<file path="src/verilog/unpack_pkg.sv">
/* Shared definitions for the CHDR 12-bit to 16-bit complex sample unpacker.
   Holds the phase encoding, header field positions and byte constants. */

package unpack_pkg;

   // ########################################################################
   // Sequencer phases
   // ########################################################################

   // One phase per output line. LINE0 to LINE3 repeat for every three input lines.
   typedef enum logic [2:0] {
      ST_HEADER = 3'd0,
      ST_TIME   = 3'd1,
      ST_LINE0  = 3'd2,
      ST_LINE1  = 3'd3,
      ST_LINE2  = 3'd4,
      ST_LINE3  = 3'd5
   } unpack_state_t;

   // ########################################################################
   // Settings bus and header layout
   // ########################################################################

   localparam logic [7:0] SID_REG_ADDR = 8'h10;  // Destination override register.
   localparam int         SID_W        = 16;     // Width of a stream ID half.
   localparam int         SID_EN_BIT   = 16;     // Enable bit in the register data.

   localparam int HDR_HAS_TIME_BIT = 61;         // Set when a time word follows.
   localparam int LEN_MSB          = 47;
   localparam int LEN_LSB          = 32;         // Length field is in bytes.

   localparam logic [15:0] HDR_BYTES  = 16'd8;
   localparam logic [15:0] TIME_BYTES = 16'd8;

   // Fraction bits of the fixed point reciprocal of three used by the length
   // calculation. Eighteen bits keep the 4/3 product exact for any 16-bit length.
   localparam int RECIP_BITS = 18;

endpackage

</file>
<file path="src/verilog/sid_setting_reg.sv">
/* Settings-bus register for the destination stream ID override.
   Holds the new destination and its enable. */

`timescale 1ns/100ps

module sid_setting_reg
   import unpack_pkg::*;
(
   input  logic             clk,
   input  logic             reset,
   input  logic             i_set_stb,
   input  logic [7:0]       i_set_addr,
   input  logic [31:0]      i_set_data,
   output logic             o_sid_en,
   output logic [SID_W-1:0] o_new_dest
);

   logic [SID_W:0] sid_reg;  // Enable on top, destination below.

   always_ff @(posedge clk) begin
      if (reset) begin
         sid_reg <= '0;
      end else if (i_set_stb && (i_set_addr == SID_REG_ADDR)) begin
         sid_reg <= i_set_data[SID_EN_BIT:0];
      end
   end

   assign o_sid_en   = sid_reg[SID_EN_BIT];
   assign o_new_dest = sid_reg[SID_W-1:0];

endmodule

</file>
<file path="src/verilog/pkt_length_calc.sv">
/* Output length of a packet once its 12-bit samples grow to 16 bits,
   and whether the output needs a line beyond the input's last beat. */

`timescale 1ns/100ps

module pkt_length_calc
   import unpack_pkg::*;
(
   input  logic [63:0] i_hdr,
   output logic [15:0] o_out_len,
   output logic        o_has_exline
);

   logic        has_time;
   logic [15:0] hdr_total;   // Header plus optional time word, in bytes.
   logic [15:0] in_bytes;    // Input sample bytes.
   logic [35:0] in_ext;
   logic [35:0] third_acc;   // in_bytes times (2^18 - 1) / 3.
   logic [35:0] scaled;
   logic [15:0] out_bytes;   // Output sample bytes.

   assign has_time  = i_hdr[HDR_HAS_TIME_BIT];
   assign hdr_total = HDR_BYTES + (has_time ? TIME_BYTES : 16'd0);
   assign in_bytes  = i_hdr[LEN_MSB:LEN_LSB] - hdr_total;
   assign in_ext    = {20'd0, in_bytes};

   // Constant multiply by 0.010101...01 binary, nine ones.
   assign third_acc = in_ext
                    + (in_ext << 2)
                    + (in_ext << 4)
                    + (in_ext << 6)
                    + (in_ext << 8)
                    + (in_ext << 10)
                    + (in_ext << 12)
                    + (in_ext << 14)
                    + (in_ext << 16);

   // Times four, then round so the truncated reciprocal lands on the exact result.
   assign scaled    = (third_acc << 2) + (36'd1 << (RECIP_BITS - 1));
   assign out_bytes = scaled[RECIP_BITS +: 16];

   assign o_out_len = hdr_total + out_bytes;

   // Bits 4:2 give the sample count modulo eight. Counts ending in 0, 5 or 7
   // leave output data still to send after the last input line.
   always_comb begin
      case (out_bytes[4:2])
         3'd0, 3'd5, 3'd7: o_has_exline = 1'b1;
         default:          o_has_exline = 1'b0;
      endcase
   end

endmodule

</file>
<file path="src/verilog/unpack_ctrl_fsm.sv">
/* Sequencer for the unpacker. Walks header, time and the four line phases,
   and drives the stream handshakes and the hold register enable. */

`timescale 1ns/100ps

module unpack_ctrl_fsm
   import unpack_pkg::*;
(
   input  logic          clk,
   input  logic          reset,
   input  logic          i_tlast,
   input  logic          i_tvalid,
   input  logic          i_tready,      // Downstream ready.
   input  logic          i_has_time,
   input  logic          i_has_exline,
   output unpack_state_t o_state,
   output logic          o_in_tready,
   output logic          o_out_tvalid,
   output logic          o_out_tlast,
   output logic          o_hold_en
);

   unpack_state_t state;
   unpack_state_t next_line;   // Phase after the current line phase.
   logic          has_exline;  // Packet ends one line after its last input beat.
   logic          in_exline;   // Sending that extra line now.
   logic          out_xfer;

   always_comb begin
      case (state)
         ST_LINE0: next_line = ST_LINE1;
         ST_LINE1: next_line = ST_LINE2;
         ST_LINE2: next_line = ST_LINE3;
         default:  next_line = ST_LINE0;
      endcase
   end

   // LINE3 and the extra line are built from the hold register alone.
   assign o_out_tvalid = in_exline || (state == ST_LINE3) || i_tvalid;
   assign o_in_tready  = (state != ST_LINE3) && !in_exline && i_tready;
   assign o_hold_en    = i_tvalid && o_in_tready;
   assign out_xfer     = o_out_tvalid && i_tready;

   always_comb begin
      if (in_exline) begin
         o_out_tlast = 1'b1;
      end else if (state == ST_TIME) begin
         o_out_tlast = i_tlast;  // Packet without samples.
      end else begin
         o_out_tlast = i_tlast && !has_exline && (state != ST_LINE3);
      end
   end

   always_ff @(posedge clk) begin
      if (reset) begin
         state      <= ST_HEADER;
         has_exline <= 1'b0;
         in_exline  <= 1'b0;
      end else if (out_xfer) begin
         case (state)
            ST_HEADER: begin
               has_exline <= i_has_exline;
               state      <= i_has_time ? ST_TIME : ST_LINE0;
            end

            ST_TIME: begin
               state <= i_tlast ? ST_HEADER : ST_LINE0;
            end

            ST_LINE0, ST_LINE1, ST_LINE2: begin
               if (in_exline) begin
                  in_exline <= 1'b0;
                  state     <= ST_HEADER;
               end else if (i_tlast && has_exline) begin
                  in_exline <= 1'b1;
                  state     <= next_line;
               end else if (i_tlast) begin
                  state <= ST_HEADER;
               end else begin
                  state <= next_line;
               end
            end

            ST_LINE3: begin
               if (in_exline) begin
                  in_exline <= 1'b0;
                  state     <= ST_HEADER;
               end else begin
                  state <= ST_LINE0;
               end
            end

            default: begin
               state <= ST_HEADER;
            end
         endcase
      end
   end

   assign o_state = state;

endmodule

</file>
<file path="src/verilog/sample_repacker.sv">
/* Data path of the unpacker. Keeps the previous input line and builds each
   output line from it and the current one. */

`timescale 1ns/100ps

module sample_repacker
   import unpack_pkg::*;
(
   input  logic             clk,
   input  logic             reset,
   input  unpack_state_t    i_state,
   input  logic             i_hold_en,
   input  logic [63:0]      i_tdata,
   input  logic [15:0]      i_out_len,
   input  logic             i_sid_en,
   input  logic [SID_W-1:0] i_new_dest,
   output logic [63:0]      o_tdata
);

   logic [63:0] hold_tdata;
   logic [47:0] iq12;        // Four 12-bit values, first one in the top bits.
   logic [31:0] hdr_ids;

   // A 12-bit value goes to the top of a 16-bit lane.
   function automatic logic [15:0] expand_12(input logic [11:0] v);
      return {v, 4'h0};
   endfunction

   always_ff @(posedge clk) begin
      if (reset) begin
         hold_tdata <= '0;
      end else if (i_hold_en) begin
         hold_tdata <= i_tdata;
      end
   end

   // ########################################################################
   // Three input lines spread over four output lines
   // ########################################################################

   always_comb begin
      case (i_state)
         ST_LINE0: iq12 = i_tdata[63:16];
         ST_LINE1: iq12 = {hold_tdata[15:0], i_tdata[63:32]};
         ST_LINE2: iq12 = {hold_tdata[31:0], i_tdata[63:48]};
         ST_LINE3: iq12 = hold_tdata[47:0];
         default:  iq12 = '0;
      endcase
   end

   // Old destination moves up into the source half when the override is on.
   assign hdr_ids = i_sid_en ? {i_tdata[SID_W-1:0], i_new_dest} : i_tdata[LEN_LSB-1:0];

   always_comb begin
      case (i_state)
         ST_HEADER: o_tdata = {i_tdata[63:LEN_MSB+1], i_out_len, hdr_ids};
         ST_TIME:   o_tdata = i_tdata;
         default: begin
            o_tdata = {expand_12(iq12[47:36]),
                       expand_12(iq12[35:24]),
                       expand_12(iq12[23:12]),
                       expand_12(iq12[11:0])};
         end
      endcase
   end

endmodule

</file>
<file path="src/verilog/chdr_12sc_to_16sc.sv">
/* CHDR unpacker from 12-bit to 16-bit complex samples, with header length
   rewrite and an optional destination stream ID override. */

`timescale 1ns/100ps

module chdr_12sc_to_16sc
   import unpack_pkg::*;
(
   input  logic        clk,
   input  logic        reset,
   // Settings bus.
   input  logic        i_set_stb,
   input  logic [7:0]  i_set_addr,
   input  logic [31:0] i_set_data,
   // Input stream, 12-bit samples.
   input  logic [63:0] i_tdata,
   input  logic        i_tlast,
   input  logic        i_tvalid,
   output logic        o_tready_in,
   // Output stream, 16-bit samples.
   output logic [63:0] o_tdata,
   output logic        o_tlast,
   output logic        o_tvalid,
   input  logic        i_tready_out
);

   unpack_state_t    state;
   logic             hold_en;
   logic             sid_en;
   logic [SID_W-1:0] new_dest;
   logic [15:0]      out_len;
   logic             has_exline;

   sid_setting_reg u_sid_reg (
      .clk        (clk),
      .reset      (reset),
      .i_set_stb  (i_set_stb),
      .i_set_addr (i_set_addr),
      .i_set_data (i_set_data),
      .o_sid_en   (sid_en),
      .o_new_dest (new_dest)
   );

   pkt_length_calc u_len_calc (
      .i_hdr        (i_tdata),   // Only sampled by the FSM in the header phase.
      .o_out_len    (out_len),
      .o_has_exline (has_exline)
   );

   unpack_ctrl_fsm u_ctrl (
      .clk          (clk),
      .reset        (reset),
      .i_tlast      (i_tlast),
      .i_tvalid     (i_tvalid),
      .i_tready     (i_tready_out),
      .i_has_time   (i_tdata[HDR_HAS_TIME_BIT]),
      .i_has_exline (has_exline),
      .o_state      (state),
      .o_in_tready  (o_tready_in),
      .o_out_tvalid (o_tvalid),
      .o_out_tlast  (o_tlast),
      .o_hold_en    (hold_en)
   );

   sample_repacker u_repack (
      .clk        (clk),
      .reset      (reset),
      .i_state    (state),
      .i_hold_en  (hold_en),
      .i_tdata    (i_tdata),
      .i_out_len  (out_len),
      .i_sid_en   (sid_en),
      .i_new_dest (new_dest),
      .o_tdata    (o_tdata)
   );

endmodule

</file>
<file path="config.mk">
export PLATFORM = sky130hd
export DESIGN_NAME = chdr_12sc_to_16sc
export DESIGN_NICKNAME = d
export VERILOG_FILES = /design/src/verilog/unpack_pkg.sv /design/src/verilog/sid_setting_reg.sv /design/src/verilog/pkt_length_calc.sv /design/src/verilog/unpack_ctrl_fsm.sv /design/src/verilog/sample_repacker.sv /design/src/verilog/chdr_12sc_to_16sc.sv
export SDC_FILE = /design/constraint.sdc
export NUM_CORES = 1
export LEC_CHECK = 0
export BUFFER_PORTS_ARGS = -buffer_cell sky130_fd_sc_hd__buf_4
export CAP_MARGIN = 20
export CORE_MARGIN = 4
export CORE_UTILIZATION = 28
export CTS_CLUSTER_SIZE = 24
export DETAILED_ROUTE_END_ITERATION = 10
export GPL_TIMING_DRIVEN = 1
export PLACE_DENSITY = 0.46
export SYNTH_ARGS = -nofsm -noshare
export SYNTH_HDL_FRONTEND = slang
export SYNTH_SLANG_ARGS = --single-unit
</file>
<file path="constraint.sdc">
create_clock -name clk -period 20.8 [get_ports clk]
set_input_delay 4.16 -clock clk [delete_from_list [all_inputs] [get_ports clk]]
set_output_delay 4.16 -clock clk [all_outputs]
set_load 0.005 [all_outputs]
</file>
# Yosys cells after proc, flatten, opt, wreduce, memory -nomap -nowiden
# Index checks and enable logic that the tools add are counted.
[totals] romBits=0 word_cells=63 mem_bits_rw=0 latch_bits=0 register_bits=70 memories=0
[op_classes] n_eq_ne=9 order_cmp=0 n_bitwise=0 multipliers=0 addsub=12 shift=0 muxes=18 n_reduce_logical=19 n_div=0
[op_table] op="one-hot mux 48 bit (4 select lines)" count=1
[op_table] op="one-hot mux 64 bit (2 select lines)" count=1
[op_table] op="adder 34 x 18 -> 34 bit (second input constant)" count=1
[op_table] op="adder 32 x 22 -> 32 bit" count=1
[op_table] op="adder 32 x 24 -> 32 bit" count=1
[op_table] op="adder 32 x 26 -> 32 bit" count=1
[op_table] op="adder 32 x 28 -> 32 bit" count=1
[op_table] op="adder 32 x 30 -> 32 bit" count=1
[op_table] op="adder 32 bit" count=1
[op_table] op="two-way mux 32 bit" count=1
[op_table] op="adder 19 x 20 -> 21 bit" count=1
[op_table] op="adder 16 x 18 -> 19 bit" count=1
[op_table] op="adder 16 bit" count=1
[op_table] op="adder 4 x 16 -> 16 bit (first input constant)" count=1
[op_table] op="subtractor 16 bit" count=1
[op_table] op="== test 3 bit (second input constant)" count=4
[op_table] op="one-hot mux 3 bit (4 select lines)" count=1
[op_table] op="two-way mux 3 bit" count=3
[op_table] op="one-hot mux 3 bit (3 select lines)" count=1
[op_table] op="== test 8 x 5 -> 1 bit (second input constant)" count=1
[op_table] op="logical AND 1 bit" count=8
[op_table] op="== test 3 x 2 -> 1 bit (second input constant)" count=2
[op_table] op="logical NOT 3 bit" count=2
[op_table] op="two-way mux 2 bit" count=3
[op_table] op="other kinds (10)" count=18

# Logic depth before layout (Yosys ltp)
[logic_depth] depth_word=15 ltp_mapped=45 mapped_depth_nobuf=44

# Cells and area by module
# Synthesis repeated with hierarchy kept, for this count alone.
[unflattened] hier_cells=1119 hier_area_um2=9763.1
[modules_own_cells] module="pkt_length_calc" cells_per_inst=519 area_per_inst_um2=4374.2 n_inst=1
[modules_own_cells] module="sample_repacker" cells_per_inst=478 area_per_inst_um2=4211.5 n_inst=1
[modules_own_cells] module="sid_setting_reg" cells_per_inst=76 area_per_inst_um2=795.8 n_inst=1
[modules_own_cells] module="unpack_ctrl_fsm" cells_per_inst=46 area_per_inst_um2=381.6 n_inst=1

# Worst setup path before layout
# No wires, ideal clock.
[synth_timing] kind="in2out" start="input i_tdata[61]" end="output o_tdata[47]" t_arrival_ns=13.781 path_stages=43 path_slack_ns=2.859 cell_sequence="inv_1 -> ha_1 -> fa_1 -> xor2_1 -> inv_1 -> fa_1 -> inv_1 -> ha_1 -> a21oi_2 -> a21oi_4 -> o21a_1 -> o21a_1 -> o21a_1 -> o21a_1 -> o21a_1 -> o21a_1 -> o21a_1 -> o21a_1 -> [7 not listed] -> inv_1 -> ha_1 -> clkbuf_1 -> nand4_1 -> nor2_1 -> and4_1 -> o21a_1 -> a2111oi_4 -> nand3_4 -> xnor2_1 -> inv_1 -> fa_1 -> inv_1 -> o2111ai_2 -> a211oi_2 -> xnor2_1 -> xnor2_1 -> o21ai_1"
[synth_via] elab_chain_len=14
[synth_rtl] element="start: declaration" line="chdr_12sc_to_16sc.sv:16" text="input logic [63:0] i_tdata,"
[synth_rtl] element="two-way mux 4 bit *" line="pkt_length_calc.sv:23" text="assign hdr_total = HDR_BYTES + (has_time ? TIME_BYTES : 16'd0);"
[synth_rtl] element="adder 4 x 16 -> 16 bit *" line="pkt_length_calc.sv:23"
[synth_rtl] element="subtractor 16 bit" line="pkt_length_calc.sv:24" text="assign in_bytes = i_hdr[LEN_MSB:LEN_LSB] - hdr_total;"
[synth_rtl] element="adder 16 x 18 -> 19 bit" line="pkt_length_calc.sv:29" text="+ (in_ext << 2)"
[synth_rtl] element="adder 19 x 20 -> 21 bit" line="pkt_length_calc.sv:30" text="+ (in_ext << 4)"
[synth_rtl] element="adder 32 x 22 -> 32 bit" line="pkt_length_calc.sv:31" text="+ (in_ext << 6)"
[synth_rtl] element="adder 32 x 24 -> 32 bit" line="pkt_length_calc.sv:32" text="+ (in_ext << 8)"
[synth_rtl] element="adder 32 x 26 -> 32 bit" line="pkt_length_calc.sv:33" text="+ (in_ext << 10)"
[synth_rtl] element="adder 32 x 28 -> 32 bit" line="pkt_length_calc.sv:34" text="+ (in_ext << 12)"
[synth_rtl] element="adder 32 x 30 -> 32 bit" line="pkt_length_calc.sv:35" text="+ (in_ext << 14)"
[synth_rtl] element="adder 32 bit" line="pkt_length_calc.sv:36" text="+ (in_ext << 16);"
[synth_rtl] element="adder 34 x 18 -> 34 bit" line="pkt_length_calc.sv:39" text="assign scaled = (third_acc << 2) + (36'd1 << (RECIP_BITS - 1));"
[synth_rtl] element="adder 16 bit *" line="pkt_length_calc.sv:42" text="assign o_out_len = hdr_total + out_bytes;"
[synth_rtl] element="one-hot mux 64 bit (2 select lines) *" line="sample_repacker.sv:55" text="case (i_state)"
[synth_rtl] element="end: declaration" line="chdr_12sc_to_16sc.sv:21" text="output logic [63:0] o_tdata,"
# Every way passes the cells marked *; elsewhere a longest branch is shown, timed or not.

# Worst setup path in the final report
# Ends and elaborated chain as after synthesis.

==> out/results.txt <==
Routability cong.: 0.872
TritonRoute pass-1 iters: 5
First-pass GRT wire length: 56.4 mm
Synth Area in XOR/XNOR: 4.31%
Delay-heaviest family, CP: compound AO/OA/AOI/OAI gates
Max-slew headroom: 28.9%
CTS clk-pin slew, worst paths: 0.06 ns
Post-synth cell types: 77
Synth Flop Type: dfxtp_1
Crit-path most repeated cell: o21a_1
Synth-to-Final Area Change: 20.0%
CTS tree: done
Top post-synthesis cells by count: 178 x nand2_1, 115 x mux2i_1, 100 x inv_1, 87 x a21oi_1, 80 x ha_1
Critical-path top delay cell: fa_1
DR vias/cell: 5.21
Die Y: 194 microns
Initial antenna violation count: 0
Run status: completed
Critical path data arrival time: 15.76 ns
Total CTS buffers: 9
DRT iter0 DRCs: 536
Root Driver: clkbuf_16
Layout Nets: 1597
CP Class: in2out
Hpwl dp: 28.9 mm
Max FFs per register: 48
Die W: 194 microns
H-tree Lvls: 3
Sequential area share after synthesis: 14.4%
Routed Antenna Nets: 0
Grt total ovfl: 0
Drt wl/cell: 20.4 microns
# rows: 67
Post-route setup slack: 0.875 ns
Crit start category: primary input
Layout cells sized above 1: 17.0%
# fillers: 3666
Final Cycle Share: 95.8%
CP max stage delay: 0.58 ns
Initial Utilization: 28.7%
Yosys top cell by area: dfxtp_1
Residual DRC: 0
Max Root-Sink Buffers: 2
Pre-CTS WS: 0.724 ns
Synth async-reset ratio: 0%
Tightest Hold Check Type: reg2reg
Setup Viol. Count Final: 0
Hold buffers post-CTS: 0
Yosys Warn Count: 0
Req. time, crit path: 16.64 ns
Final Hold Viols: 0
Max Fclk: 0.0502 GHz
Crit. End Element: output pin
Synth top area share: 14.4%
Vias post-DR: 9362
Post-synth EDFFs: 0
Slew Viols, Final: 0
Most frequent cell after synthesis: nand2_1
Post-Synth Adder-Cell Area: 23.3%
Synth top area cells: dfxtp_1 14%, fa_1 13%, mux2i_1 12%, ha_1 10%, nand2_1 6.9%
Largest net degree at the start of global routing: 71
Largest family of logic cells by synthesized area: adder cells
PortBufs: 161
Core Area: 33900 sq um
Compound-cell area share of the yosys netlist: 21.1%
I/O pins: 177
TNS Setup: 0 ns
Placed insts: 1781
Clock sink count: 70
GRT Overall Usage: 19.0%
Number of global-route vias before repair: 9157
Ant diodes: 0
Synth Instances: 1235
Syn_area_per_cell: 7.87 sq um
Cell area after synthesis: 9720 sq um
Worst Clk Skew: 0.00690 ns
Final worst path period need: 19.92 ns
CP Buf/Inv Count: 8
Area fraction in and, or, nand and nor cells after synthesis: 17.9%
Detailed Route WL: 36.7 mm
CP max FO: 9
Max_cap viols: 0
Post-Layout Cell Count: 1797
Layout Utilization: 34.4%
Mapped Nets: 1488
Mux share of post-synthesis cell area: 12.0%
Latest clock arrival within the worst-skew pair: 0.34 ns
FF+latch count, synth: 70
Unrepaired setup endpoints after global routing: false
Slew @ Worst Pin: 1.07 ns
Die area: 37800 sq um
-- what timing repair did --
item                       CTS  global route
buffers inserted             0             0
setup endpoints to repair    0             1
resized for setup            0             1
-- final timing paths --
path | cells after the start | endpoint | start | slack [ns]
max | 43 | o_tdata[47] | i_tdata[61] | 0.88
min | 2 | u_repack.hold_tdata[39]$_SDFFE_PP0P_ | u_repack.hold_tdata[39]$_SDFFE_PP0P_ | 0.45
max reg2reg | 7 | u_repack.hold_tdata[1]$_SDFFE_PP0P_ | u_ctrl.o_state[0]$_SDFFE_PP0P_ | 17.70
min reg2reg | 2 | u_repack.hold_tdata[39]$_SDFFE_PP0P_ | u_repack.hold_tdata[39]$_SDFFE_PP0P_ | 0.45
-- cell type report --
| class | instances | area [sq um] | share of cell area [%] |
|---|---|---|---|
| Sequential cell | 70 | 1410 | 12.0 |
| Inverter | 101 | 379 | 3.25 |
| Timing Repair Buffer | 176 | 1320 | 11.3 |
| Tap cell | 448 | 561 | 4.81 |
| Clock buffer | 11 | 243 | 2.08 |
| Clock inverter | 5 | 106 | 0.912 |
| Multi-Input combinational cell | 986 | 7650 | 65.6 |
-- cell families (layout without fill, tap and decap cells) --
family / Yosys count / in the layout
fa+ha+maj: 143 / 143
simple gates: 366 / 366
flops: 70 / 70
xor+xnor: 47 / 47
buf+inv: 179 / 293
mux: 116 / 116
compound gates: 314 / 314
-- cell usage in the layout, fill, tap and decap left out, drive strengths merged, types with 9 or more instances in the layout --
cell | netlist | final
a21oi | 90 | 90
dfxtp | 70 | 70
a21o | 9 | 9
o21ai | 64 | 64
inv | 101 | 101
a22oi | 31 | 31
xor2 | 13 | 13
nor2 | 64 | 64
and3 | 10 | 10
nand3 | 11 | 11
fa | 63 | 63
clkbuf | 55 | 11
xnor2 | 34 | 34
mux2i | 115 | 115
o22ai | 37 | 37
nand2 | 178 | 178
buf | 23 | 176
nor3 | 26 | 26
a22o | 18 | 18
nand4 | 12 | 12
nor2b | 12 | 12
or2 | 9 | 9
ha | 80 | 80
o21a | 12 | 12
-- worst reg2reg max path, cell delays in order, from the launching register on --
cell     delay [ns]
dfxtp_4        0.76
buf_4          0.83
a31oi_1        0.29
and2_1         0.26
nand2_1        0.08
buf_4          0.49
nand2_1        0.16
a21oi_1        0.15
-- through the flow --
stage / hold WS [ns] / instance area (sq um)
2_1_floorplan: 0.436 / 9720
3_3_place_gp: 0.441 / 11300
3_5_place_dp: 0.446 / 11300
4_1_cts: 0.455 / 11700
5_1_grt: 0.472 / 11700
6_report: 0.453 / 11700
-- routing by layer --
layer / track usage [%] / wire, microns / vias to the layer above
li1: - / - / 4573
met1: 28.1 / 17900 / 4511
met2: 29.7 / 16500 / 244
met3: 2.68 / 1670 / 34
met4: 3.44 / 620 / 0
met5: 0 / 0 / -
Power is left out: the tool's default activity adds up to more than one toggle a clock period on the data nets, which glitch-free logic cannot reach.
